## config.mk

```make
export PLATFORM = sky130hd
export DESIGN_NAME = rob
export DESIGN_NICKNAME = d
export VERILOG_FILES = /design/src/design/core_pkg.sv /design/src/design/isa_pkg.sv /design/src/design/rob.sv
export VERILOG_INCLUDE_DIRS = /design/src /design/src/design
export SDC_FILE = /design/constraint.sdc
export NUM_CORES = 1
export LEC_CHECK = 0
export BUFFER_PORTS_ARGS = -buffer_cell sky130_fd_sc_hd__buf_2
export CAP_MARGIN = 10
export CORE_MARGIN = 2
export CORE_UTILIZATION = 40
export CTS_CLUSTER_DIAMETER = 40
export CTS_CLUSTER_SIZE = 12
export DETAILED_ROUTE_END_ITERATION = 6
export HOLD_SLACK_MARGIN = 0.1
export SYNTH_ARGS = -nofsm -noshare
export SYNTH_HDL_FRONTEND = slang
export SYNTH_SLANG_ARGS = --single-unit
```

## constraint.sdc

```tcl
create_clock -name clk -period 7.2 [get_ports clk]
set_input_delay 0.72 -clock clk [delete_from_list [all_inputs] [get_ports clk]]
set_output_delay 0.72 -clock clk [all_outputs]
set_load 0.05 [all_outputs]
```

## src/design/core_config.svh

```systemverilog
`ifndef CORE_CONFIG_SVH
`define CORE_CONFIG_SVH

// ==================================================
// register files
`define AREG_NUM	32
`define ZERO_REG	5'd31		// hard zero, never renamed
`define PRF_NUM		64
`define PRF_IDX_W	6

// window sizes
`define ROB_NUM		16
`define ROB_IDX_W	4
`define RS_NUM		4

// ==================================================
// opcodes and function codes
`define OP_INTA		6'h10		// integer arithmetic
`define OP_INTL		6'h11		// integer logic
`define OP_PAL		6'h00		// call_pal, only halt kept

`define F_ADDQ		7'h20
`define F_SUBQ		7'h29
`define F_CMPEQ		7'h2d
`define F_AND		7'h00
`define F_BIS		7'h20		// alpha name for or
`define F_XOR		7'h40

// status codes
`define ST_NO_ERROR	4'h0
`define ST_HALT		4'h2
`define ST_ILLEGAL	4'h3

`endif

```

## src/design/core_pkg.sv

```systemverilog
`include "core_config.svh"

package core_pkg;

	typedef logic [`PRF_IDX_W-1:0] preg_t;		// physical tag
	typedef logic [`ROB_IDX_W-1:0] rob_idx_t;	// rob slot

	// alu operation, encoded at dispatch
	typedef enum logic [2:0] {
		ADD		= 3'd0,
		SUB		= 3'd1,
		CMPEQ	= 3'd2,
		AND		= 3'd3,
		OR		= 3'd4,
		XOR		= 3'd5
	} alu_op_e;

endpackage

```

## src/design/isa_pkg.sv

```systemverilog
`include "core_config.svh"

package isa_pkg;

	typedef logic [$clog2(`AREG_NUM)-1:0] areg_t;	// architectural register index

	// operate format, register form
	typedef struct packed {
		logic	[5:0]	opcode;
		areg_t			ra;
		areg_t			rb;
		logic	[2:0]	sbz;		// should be zero
		logic			is_lit;		// bit 12, low here
		logic	[6:0]	func;
		areg_t			rc;
	} op_reg_t;

	// operate format, literal form
	// 8 bits of literal sit where rb and sbz were
	typedef struct packed {
		logic	[5:0]	opcode;
		areg_t			ra;
		logic	[7:0]	lit;
		logic			is_lit;		// bit 12, high here
		logic	[6:0]	func;
		areg_t			rc;
	} op_lit_t;

	// one word, two readings; is_lit picks the valid one
	typedef union packed {
		op_reg_t	r;
		op_lit_t	l;
	} inst_u;

	// core error status
	typedef enum logic [3:0] {
		NO_ERROR			= `ST_NO_ERROR,
		HALTED_ON_HALT		= `ST_HALT,
		HALTED_ON_ILLEGAL	= `ST_ILLEGAL
	} status_e;

endpackage

```

## src/design/rob.sv

```systemverilog
`timescale 1ns/10ps
`include "core_config.svh"

module rob
	import isa_pkg::*;
	import core_pkg::*;
(
	input					clk,
	input					rst_i,
	input					disp_en_i,
	input	areg_t			rc_i,
	input	preg_t			new_tag_i,
	input	preg_t			old_tag_i,
	input					done_at_disp_i,
	input					halt_i,
	input					illegal_i,
	input					cdb_vld_i,
	input	rob_idx_t		cdb_rob_idx_i,
	output	rob_idx_t		tail_o,
	output	logic			rob_full_o,
	output	logic			retire_vld_o,
	output	areg_t			retire_areg_o,
	output	preg_t			retire_tag_o,
	output	logic			retire_zero_o,
	output	logic			fl_push_o,
	output	preg_t			fl_tag_o,
	output	status_e		status_o
);

	// entry payload, written at allocation
	areg_t					areg_q    [`ROB_NUM];
	preg_t					new_tag_q [`ROB_NUM];
	preg_t					old_tag_q [`ROB_NUM];
	logic	[`ROB_NUM-1:0]	halt_q;
	logic	[`ROB_NUM-1:0]	ill_q;

	logic	[`ROB_NUM-1:0]	done_q;
	rob_idx_t				head_q;
	rob_idx_t				tail_q;
	logic	[`ROB_IDX_W:0]	cnt_q;
	logic					head_go;	// head retires this cycle
	logic					head_stop;	// head is halt or illegal

	// retire only a done head, and nothing once stopped
	assign head_go   = (cnt_q != '0) && done_q[head_q] && (status_o == NO_ERROR);
	assign head_stop = halt_q[head_q] || ill_q[head_q];

	assign retire_vld_o  = head_go && !head_stop;
	assign retire_areg_o = areg_q[head_q];
	assign retire_tag_o  = new_tag_q[head_q];
	assign retire_zero_o = (areg_q[head_q] == `ZERO_REG);
	assign fl_push_o     = retire_vld_o && !retire_zero_o;	// r31 dest was never renamed
	assign fl_tag_o      = old_tag_q[head_q];

	assign tail_o     = tail_q;
	assign rob_full_o = cnt_q[`ROB_IDX_W];		// count reached ROB_NUM

	always_ff @(posedge clk) begin
		if (rst_i) begin
			head_q   <= '0;
			tail_q   <= '0;
			cnt_q    <= '0;
			done_q   <= '0;
			status_o <= NO_ERROR;
		end else begin
			if (cdb_vld_i)
				done_q[cdb_rob_idx_i] <= 1'b1;
			if (disp_en_i) begin
				done_q[tail_q] <= done_at_disp_i;	// halt/illegal arrive done
				tail_q         <= tail_q + 1'b1;
			end
			if (head_go) begin
				head_q <= head_q + 1'b1;
				if (halt_q[head_q])
					status_o <= HALTED_ON_HALT;
				else if (ill_q[head_q])
					status_o <= HALTED_ON_ILLEGAL;
			end
			cnt_q <= cnt_q + (`ROB_IDX_W+1)'(disp_en_i) - (`ROB_IDX_W+1)'(head_go);
		end
	end

	always_ff @(posedge clk) begin
		if (disp_en_i) begin
			areg_q[tail_q]    <= rc_i;
			new_tag_q[tail_q] <= new_tag_i;
			old_tag_q[tail_q] <= old_tag_i;
			halt_q[tail_q]    <= halt_i;
			ill_q[tail_q]     <= illegal_i;
		end
	end

	// each entry completes exactly once, from the alu
	a_cdb_once: assert property (@(posedge clk) disable iff (rst_i)
		cdb_vld_i |-> !done_q[cdb_rob_idx_i]);

endmodule

```

* After elaboration in Yosys (flattened, before gate mapping) *
Memories as Yosys holds them, arrays and structs flattened. A register that Yosys moved wholly into a read port is not among the register bits.
Cells that the tools add are included.

storage, ports and cells
  bits of input ports = 28
  flip-flop bits (word level) = 65
  RAM bits = 272
  memories = 3

memory list
  name       depth  width  read ports  clocked after memory_dff  wr ports  RTL line   RTL
  new_tag_q  16     6      1           1                         1         rob.sv:32  preg_t new_tag_q [`ROB_NUM];
  old_tag_q  16     6      1           1                         1         rob.sv:33  preg_t old_tag_q [`ROB_NUM];
  areg_q     16     5      1           1                         1         rob.sv:31  areg_t areg_q [`ROB_NUM];

cells by class
  bitwise operators = 1
  add/subtract/negate cells = 4
  reduce and logical (&&, ||, !) cells = 13
  mux-type cells = 26
  $lt $le $gt $ge = 5
  equal/unequal tests = 1

operators by type and width
  kind                                                                                  count
  16-bit bitwise mux                                                                    3
  16-bit 2-to-1 mux                                                                     3
  4-bit 2-to-1 mux                                                                      8
  16-bit bitwise OR                                                                     1
  4-bit by 5-bit less-than comparator with 1-bit output (second input constant)         3
  1-bit binary-select mux with 4-bit select                                             3
  4-bit by 1-bit adder with 4-bit output (second input constant)                        2
  1-bit demux with 4-bit select                                                         2
  4-bit by 1-bit greater-or-equal comparator with 1-bit output (second input constant)  2
  1-bit 2-to-1 mux                                                                      7
  1-bit logical AND                                                                     6
  5-bit by 1-bit adder with 5-bit output                                                1
  5-bit == test (second input constant)                                                 1
  5-bit nonzero test                                                                    1
  5-bit by 1-bit subtractor with 5-bit output                                           1
  4-bit zero test                                                                       1
  1-bit zero test                                                                       2
  2-bit AND reduction                                                                   1
  2-bit nonzero test                                                                    1
  1-bit logical OR                                                                      1

* Depth between registers and ports, before layout *
Gate-level depths: netlist of the first run.

  word-level depth = 9
  mapped depth = 17

* Worst setup path before layout of the first run *
No wires, ideal clock.

  path type = register to output
  start = reg with a tool-made name
  end = out fl_push_o
  cell stages (with the launch flop) = 8
  arrival = 3004 ps
  buffers on the path = 2
  path slack = 3476 ps
  cells stage by stage = dfxtp_1 buf_2 buf_2 mux4_2 a22oi_1 nand2_1 and2_1 a31oi_1

RTL lines
  item           RTL line   RTL
  end, declared  rob.sv:25  output logic fl_push_o,

==> reports/qor.csv, run 1 <==
stage,metric,value,unit
run_status,outcome,finished clean,
timing,Max Clk Rate,219,MHz
critical_path,Crit path largest cell delay,0.92,ns
global_route,remaining global-route overflow,0,
synth,synthesized instance count,655,
layout,cell area after layout,15600,um2
timing,Max-slew headroom,30.0,%
cts,worst skew pair latency,0.53,ns
timing,period utilisation layout,63.4,%
floorplanning,die height,186,um
cts,Root Driver,clkbuf_16,
routing,highest metal used,met4,
routing,number of antenna-violating nets in the routed design,0,
timing,final-report hold violation count,0,
cts,H-tree lvl count,2,
synth,"top cells by area, synth","edfxtp_1, mux4_2, dfxtp_1",
cts,Num Clock Sinks,339,
routing,DRC,0,
critical_path,Worst setup SP type,register,
timing,WHS,0.516,ns
critical_path,crit path max-delay cell type,dfxtp_4,
cts,post-CTS repair timing setup buffer count,0,
synth,"EDFF count, synth",304,
cts,TritonCTS clock tree,done,
timing,RSZ-0062 raised after global routing,false,
timing,max-slew violation count,0,
layout,layout cells sized above 1,31.0,%
layout,nets,782,
routing,WL/cell,22.5,um
cts,Max Root-Sink Buffers,3,
layout,Layout area overhead,17.8,%
routing,met3 routed WL,1600,um
critical_path,CP Max Fanout,46,
synth,sequential area share after synthesis,74.1,%
routing,Pre-Repair DR Iteration Count,4,
routing,drt total wl,27400,um
critical_path,CP Capture Type,primary output,
routing,met2 WL,13400,um
routing,Vias/cell,5.35,
power_and_ir_drop,Pleak,5.12,nW
synth,Synth area leader,edfxtp_1,
floorplanning,# IOs,57,
synth,syn avg cell area,20.3,um2
critical_path,Setup Crit Path Kind,register to primary output,
routing,met1 wire length,11600,um
synth,top cell type's share of synthesized area,68.8,%
critical_path,CP Cell Sequence,buf_4 -> mux4_2 -> mux4_2 -> and2_1 -> a31oi_1 -> buf_2,
floorplanning,Die W,186,um
synth,Synth async-reset ratio,0,%
critical_path,r2r setup slk,3.58,ns
global_route,vias in the first global route,6807,
floorplanning,# rows,66,
flow_run,max cap viols,0,
floorplanning,die area,34600,um2
timing,Worst Tran Pin Value,1.05,ns
power_and_ir_drop,peak supply drop,0.000222,V
global_route,gr usage total,16.3,%
synth,dominant synthesized flop cell,edfxtp_1,
global_route,first-pass GRT wire length,41100,um
routing,initial DRC count,428,
timing,crit path time final,4.57,ns
synth,Syn. warnings,0,
timing,setup TNS,0,ns
cts,# hold bufs at CTS,0,
cts,cts repair resizes,0,
timing,Setup Skew,0.0126,ns
placement,number of port buffers,54,
power_and_ir_drop,Power Dens Cells,325,nW/um2
global_route,largest net degree at the start of global routing,66,
hold_path,HP Class,register to register,
placement,placed standard-cell area,14100,um2
critical_path,launching point of the worst reg2reg path,head_q[0],
synth,"FF+latch count, synth",339,
cts,"Reg clk slew, reported paths",0.06,ns
critical_path,crit-path most repeated cell,mux4_2,
placement,RePlAce Congestion,0.764,
placement,Detailed Place HPWL,15200,um
routing,Vias,6514,
synth,"Cell Area, Synth",13300,um2
critical_path,worst reg2reg path depth,15,
cts,Num CTS Buffers,45,
global_route,initial antenna violation count,1,
critical_path,capture point of the critical path,fl_push_o,
floorplanning,Starting Density,40.7,%
critical_path,RR Endpoint,cnt_q[4],
timing,setup violators final,0,
critical_path,worst path required time,6.48,ns
critical_path,CP arrival,3.85,ns
synth,library cells used by synthesis,45,
floorplanning,core area,32600,um2
synthesized netlist by cell type, types with 2 or more instances:
| master | count |
|---|---|
| xnor2_1 | 2 |
| nor3_1 | 13 |
| a22oi_1 | 7 |
| inv_1 | 23 |
| o21ai_1 | 2 |
| buf_2 | 9 |
| nand2b_1 | 2 |
| nand3b_1 | 2 |
| a221oi_1 | 2 |
| xor2_1 | 4 |
| o31ai_1 | 2 |
| a21oi_1 | 8 |
| ha_1 | 11 |
| a31oi_1 | 3 |
| edfxtp_1 | 304 |
| and2_1 | 11 |
| mux4_1 | 4 |
| and3_1 | 2 |
| dfxtp_1 | 35 |
| a211oi_1 | 8 |
| nor2_1 | 26 |
| or3_1 | 4 |
| mux4_2 | 89 |
| o21ai_0 | 10 |
| nor2b_1 | 5 |
| nand2_1 | 15 |
| or4_1 | 2 |
| nand3_1 | 3 |
| clkbuf_1 | 16 |
| mux2i_1 | 8 |
| buf_4 | 2 |
| o22ai_1 | 8 |
worst max-delay path, delay by kind of cell, from the launching register on:
kind	cells	cell delay, ns
AOI/OAI and AO/OA	1	0.16
and+or+nand+nor	1	0.19
muxes	2	1.09
DFF	1	0.92
buffers and inverters	2	0.86
registers in the layout, summed over array words and instances, names as in the netlist, named ones only:
| register | cells |
|---|---|
| tail_o | 4 |
| head_q | 4 |
| done_q | 16 |
| old_tag_q | 96 |
| cnt_q | 5 |
| halt_q | 16 |
| status_o | 2 |
| new_tag_q | 96 |
| ill_q | 16 |
| areg_q | 80 |
cell usage in the layout (no fill, tap or decap), types with 4 or more instances in the layout:
| cell type | Yosys | routed |
|---|---|---|
| edfxtp_1 | 304 | 304 |
| inv_6 | 0 | 5 |
| and2_1 | 11 | 7 |
| a22oi_1 | 7 | 7 |
| mux4_1 | 4 | 4 |
| nand2_1 | 15 | 15 |
| o22ai_1 | 8 | 8 |
| dfxtp_1 | 35 | 33 |
| ha_1 | 11 | 11 |
| xor2_1 | 4 | 4 |
| nor2_1 | 26 | 26 |
| inv_1 | 23 | 23 |
| a211oi_1 | 8 | 8 |
| clkinvlp_4 | 0 | 5 |
| mux2i_1 | 8 | 8 |
| buf_4 | 2 | 15 |
| nor3_1 | 13 | 13 |
| mux4_2 | 89 | 89 |
| a21oi_1 | 8 | 8 |
| clkinv_2 | 0 | 5 |
| buf_2 | 9 | 54 |
| clkbuf_16 | 0 | 49 |
| and2_2 | 0 | 4 |
| nor2b_1 | 5 | 5 |
| o21ai_0 | 10 | 10 |
| or3_1 | 4 | 4 |
| bufinv_16 | 0 | 5 |
power by group:
| part | switching (mW) | internal [mW] | total, mW | leakage [nW] |
|---|---|---|---|---|
| combinational | 0.313 | 0.256 | 0.568 | 1.33 |
| clock | 0.824 | 1.43 | 2.26 | 0.755 |
| sequential | 0.0648 | 2.19 | 2.25 | 3.03 |
per-stage QoR:
step	power, mW	cells	util [%]	worst slack (ns)
6_report	5.08	1218	47.9	2.63
5_1_grt	5.27	1217	47.9	2.34
4_1_cts	5.14	1217	47.9	2.49
3_5_place_dp	2.87	1137	43.1	3.06
3_3_place_gp	2.85	1137	43.1	3.08
2_1_floorplan	2.74	656	-	3.48
cells by family (layout without fill, tap and decap cells):
kind of cell	after synthesis	in the layout	share of synthesized area (%)
other	1	3	0.0283
XOR/XNOR	6	6	0.396
flip-flops	339	339	74.1
buffers and inverters	53	172	1.82
AND/OR/NAND/NOR	91	91	3.47
adder cells (fa/ha/maj)	12	12	1.19
multiplexers	102	102	16.6
AO/OA/AOI/OAI	51	51	2.42
worst min-delay path by stage:
stage                      end  depth (start not counted)        from
floorplan           done_q[12]                          2  done_q[12]
global placement    done_q[10]                          2  done_q[10]
detailed placement  done_q[12]                          2  done_q[12]
CTS                 done_q[12]                          2  done_q[12]
global route        done_q[11]                          2  done_q[11]
finish              done_q[11]                          2  done_q[11]
per-layer routing:
| metal | global-route usage [%] | vias up |
|---|---|---|
| met4 | 5.35 | 0 |
| met2 | 27.2 | 207 |
| met1 | 21.5 | 3384 |
| li1 | - | 2867 |
| met3 | 3.52 | 56 |
| met5 | 0 | - |
final cells by class:
| class | instances | area [um2] |
|---|---|---|
| clock inverters | 27 | 310 |
| diodes | 1 | 2.50 |
| multi-input cells | 264 | 3210 |
| well taps | 442 | 553 |
| inverters | 23 | 86.3 |
| flip-flops and latches | 339 | 9830 |
| clock buffers | 53 | 1250 |
| fillers | 2712 | 17000 |
| repair buffers | 69 | 383 |
(Power assumes the default switching activity.)
==> run 2: changes to the inputs <==
clock period = 3.7 ns   (was 7.2 ns; I/O delays follow)
==> run 2 against run 1 <==
Effect of this change:
- global-route usage up 0.50 points
- non-clock buffer count up 11
- hold slack worse by 0.30 ns
- count of clock-buffer cells in the layout down 3
- sequential share of layout area up 0.46 points
- largest power group is now sequential cells
- highest routed layer unchanged
==> reports/qor.csv, run 2 (same netlist as run 1, synthesis figures left out) <==
stage,metric,value,unit
flow_run,max cap viols,0,
layout,FF/Latch Area,9840,um2
timing,setup TNS,0,ns
routing,Vias,6641,
timing,Worst Tran Pin Value,0.734,ns
cts,"Reg clk slew, reported paths",0.06,ns
global_route,initial antenna violation count,1,
layout,"commonest cells after routing, fill and taps aside","edfxtp_1, mux4_2, buf_2",
critical_path,CP top delay family,multiplexers,
critical_path,CP Max Fanout,11,
critical_path,CP Capture Type,primary output,
critical_path,crit path max-delay cell type,dfxtp_1,
floorplanning,# rows,66,
layout,Layout area overhead,17.0,%
placement,number of port buffers,54,
critical_path,CP Cell Sequence,mux4_2 -> mux4_2 -> or2_0 -> or3_1 -> a31oi_1 -> buf_2,
routing,Pre-Repair DR Iteration Count,5,
routing,initial DRC count,488,
timing,final-report hold violation count,0,
floorplanning,# IOs,57,
critical_path,Crit path largest cell delay,0.62,ns
floorplanning,Die W,186,um
cts,Root Driver,clkbuf_16,
routing,WL/cell,23.1,um
run_status,outcome,finished clean,
routing,drt total wl,28200,um
floorplanning,Starting Density,40.7,%
cts,Max Root-Sink Buffers,3,
power_and_ir_drop,Pleak,5.09,nW
global_route,first-pass GRT wire length,42400,um
timing,final worst slack,0.145,ns
timing,RSZ-0062 raised after global routing,false,
routing,number of antenna-violating nets in the routed design,0,
timing,crit path time final,3.55,ns
placement,placed standard-cell area,14200,um2
power_and_ir_drop,Power Dens Cells,606,nW/um2
layout,Finished Layout Cells,1223,
critical_path,Setup Crit Path Kind,register to primary output,
critical_path,CP Buf/Inv Count,1,
cts,Num CTS Buffers,42,
timing,WHS,0.215,ns
placement,placed insts,1148,
routing,DRC,0,
placement,pre-CTS worst setup slack,0.249,ns
critical_path,Worst setup SP type,register,
timing,Max Clk Rate,281,MHz
floorplanning,core area,32600,um2
timing,Setup Skew,0.0147,ns
critical_path,CP arrival,3.18,ns
layout,cell area after layout,15500,um2
timing,period utilisation layout,96.1,%
cts,worst skew pair latency,0.52,ns
cts,Num Clock Sinks,339,
timing,setup violators final,0,
critical_path,worst path required time,3.33,ns
layout,layout cells sized above 1,30.4,%
floorplanning,die area,34600,um2
global_route,gr usage total,16.8,%
timing,max-slew violation count,0,
hold_path,HP Class,input port to register,
power_and_ir_drop,peak supply drop,0.000461,V
global_route,largest net degree at the start of global routing,45,
global_route,remaining global-route overflow,0,
routing,Vias/cell,5.43,
layout,nets,790,
layout,Multi-input gate area,3200,um2
cts,# hold bufs at CTS,0,
cts,H-tree lvl count,2,
layout,Largest regs,"new_tag_q x96, old_tag_q x96, areg_q x80",
global_route,vias in the first global route,6955,
cts,TritonCTS clock tree,done,
critical_path,crit-path most repeated cell,mux4_2,
layout,filler cell count,2716,
timing,Max-slew headroom,51.0,%
placement,Detailed Place HPWL,16100,um
layout,"most common cell after layout, fill and taps aside",edfxtp_1,
floorplanning,die height,186,um
placement,RePlAce Congestion,0.781,
## run 2: what timing repair did
action	4_1_cts	5_1_grt
buffers inserted	0	0
resized for setup	1	1
endpoints found under the setup margin	2	2
## run 2: layout make-up
cell class	instances	area share (%)
flip-flops and latches	339	63.4
multi-input cells	264	20.6
clock buffers	50	7.23
well taps	442	3.56
repair buffers	80	3.16
clock inverters	24	1.45
inverters	23	0.556
diodes	1	0.0161
## run 2: metal layers
| layer | vias to the layer above | wire, um | track usage (%) |
|---|---|---|---|
| met2 | 199 | 14000 | 28.3 |
| met3 | 51 | 1430 | 2.80 |
| li1 | 2877 | - | - |
| met5 | - | 0 | 0 |
| met1 | 3514 | 12200 | 22.7 |
| met4 | 0 | 698 | 5.01 |
## run 2: final timing paths
path / slack, ns / endpoint / depth (start not counted) / from
worst max-delay path: 0.15 / fl_push_o / 6 / head_q[2]
worst min register to register: 0.51 / done_q[13] / 2 / done_q[13]
worst min-delay path: 0.21 / ill_q[12] / 1 / illegal_i
worst max register to register: 0.52 / cnt_q[4] / 16 / head_q[0]
## run 2: where the power goes
group / internal [mW] / switching (mW) / leakage (nW) / total (mW)
logic: 0.509 / 0.666 / 1.40 / 1.18
registers: 4.26 / 0.0827 / 3.03 / 4.34
clock network: 2.38 / 1.51 / 0.658 / 3.90
total: 7.15 / 2.26 / 5.09 / 9.41
## run 2: through the flow
stage / utilization [%] / power, mW
6_report: 47.6 / 9.41
5_1_grt: 47.6 / 9.78
4_1_cts: 47.6 / 9.51
3_5_place_dp: 43.4 / 5.61
3_3_place_gp: 43.4 / 5.56
2_1_floorplan: - / 5.33
==> run 3: changes to the inputs <==
CORE_UTILIZATION = 53   (was 40)
PLACE_DENSITY = 0.73   (was default)
==> run 3 against run 2 <==
Effect of this change:
- the run now ends with design-rule violations left
- final cell count is 11% lower
- sequential share of layout area is 0.77 points higher
- first-iteration DRC count is 39% higher
- via count is 0.74% higher
- clock skew is 0.0049 ns higher
- sequential power hardly changed
- wire length is 0.27% lower
- combinational power hardly changed
- sequential cell count stayed put
==> reports/qor.csv, run 3 (same netlist as run 1, synthesis figures left out) <==
stage,metric,value,unit
layout,nets,784,
routing,number of antenna-violating nets in the routed design,0,
floorplanning,core area,24500,um2
routing,drt total wl,28200,um
cts,Num CTS Buffers,41,
cts,# hold bufs at CTS,0,
critical_path,crit path max-delay cell type,mux4_1,
cts,H-tree lvl count,2,
critical_path,CP Max Fanout,15,
cts,Max Root-Sink Buffers,3,
timing,period utilisation layout,97.2,%
global_route,remaining global-route overflow,0,
routing,Pre-Repair DR Iteration Count,7,
layout,ant diodes,0,
power_and_ir_drop,peak supply drop,0.000489,V
floorplanning,Die W,162,um
layout,FF/Latch Area,9840,um2
critical_path,CP Cell Sequence,mux4_1 -> mux4_2 -> or2_0 -> or3_1 -> a31oi_1 -> clkbuf_4,
routing,WL/cell,25.8,um
floorplanning,# IOs,57,
cts,"Reg clk slew, reported paths",0.06,ns
critical_path,Worst setup SP type,register,
timing,Setup Skew,0.0197,ns
placement,number of port buffers,54,
flow_run,max cap viols,0,
cts,Root Driver,clkbuf_16,
global_route,vias in the first global route,7016,
power_and_ir_drop,Power Dens Cells,621,nW/um2
timing,Worst Tran Pin Value,1.12,ns
cts,worst skew pair latency,0.53,ns
critical_path,CP Capture Type,primary output,
timing,crit path time final,3.60,ns
run_status,outcome,finished with violations,
floorplanning,Starting Density,54.2,%
routing,initial DRC count,680,
cts,TritonCTS clock tree,done,
floorplanning,# rows,57,
placement,Detailed Place HPWL,15200,um
layout,Largest regs,"new_tag_q x96, old_tag_q x96, areg_q x80",
run_status,violated checks,design-rule violations,
routing,DRC,1,
layout,filler cell count,1629,
critical_path,Setup Crit Path Kind,register to primary output,
global_route,initial antenna violation count,1,
routing,Vias/cell,6.12,
timing,final worst slack,0.102,ns
layout,"commonest cells after routing, fill and taps aside","edfxtp_1, mux4_2, buf_2",
critical_path,Crit path largest cell delay,0.59,ns
routing,Vias,6690,
layout,Layout Utilization,62.7,%
timing,final-report hold violation count,0,
layout,Layout area overhead,15.6,%
layout,layout cells sized above 1,30.3,%
critical_path,worst path required time,3.33,ns
critical_path,CP arrival,3.23,ns
timing,max-slew violation count,0,
hold_path,HP Class,input port to register,
placement,RePlAce Congestion,0.856,
layout,Multi-input gate area,3200,um2
global_route,gr usage total,22.3,%
timing,Max Clk Rate,278,MHz
timing,setup violators final,0,
global_route,first-pass GRT wire length,42600,um
floorplanning,die area,26300,um2
floorplanning,die height,162,um
global_route,largest net degree at the start of global routing,37,
placement,pre-CTS worst setup slack,0.158,ns
power_and_ir_drop,overall power,9.52,mW
power_and_ir_drop,Pleak,5.06,nW
cts,Num Clock Sinks,339,
timing,Max-slew headroom,25.1,%
layout,"most common cell after layout, fill and taps aside",edfxtp_1,
## run 3: area by class of cell
type	instances	area share [%]
clock inverter	20	1.68
timing repair buffer	75	2.89
sequential	339	64.2
clock buffer	49	7.16
inverter	23	0.563
tap	324	2.64
multi-input combinational	264	20.9
## run 3: routing by layer
layer	up-vias	part of all wire (%)	global-route usage [%]
li1	2854	-	-
met4	2	2.0	5.99
met2	297	50	36.3
met5	-	0.046	0
met3	52	7.3	4.37
met1	3485	40	31.3
## run 3: power breakdown
part / internal, mW / switching [mW] / total, mW
combinational: 0.515 / 0.666 / 1.18
sequential: 4.26 / 0.0995 / 4.36
clock: 2.48 / 1.51 / 3.98
## run 3: worst paths after layout
kind | from | endpoint | slack (ns) | depth (start not counted)
worst max-delay path | head_q[0] | fl_push_o | 0.10 | 6
worst min-delay path | old_tag_i[4] | old_tag_q[11][4] | 0.21 | 1
worst max register to register | head_q[0] | cnt_q[4] | 0.45 | 16
worst min register to register | done_q[10] | done_q[10] | 0.52 | 2
## run 3: per-stage QoR
stage	setup TNS, ns	cell area, um2	hold slack, ns	instances
finish	0	15300	0.215	1094
global route	-0.00474	15300	0.206	1094
CTS	0	15300	0.195	1092
detailed placement	0	14000	0.499	1023
global placement	0	14000	0.479	1023
floorplan	0	13300	0.442	656
## run 3: what timing repair did
action,CTS,global route
setup buffers,0,2
pin swaps,0,0
endpoints found under the setup margin,2,1
resized for setup,2,1
## run 3: critical path, delay by kind of cell (launching register included)
family          cells  cell delay (ns)
mux                 2             1.07
flops               1             0.48
simple gates        2             0.67
buf+inv             1             0.27
compound gates      1             0.21
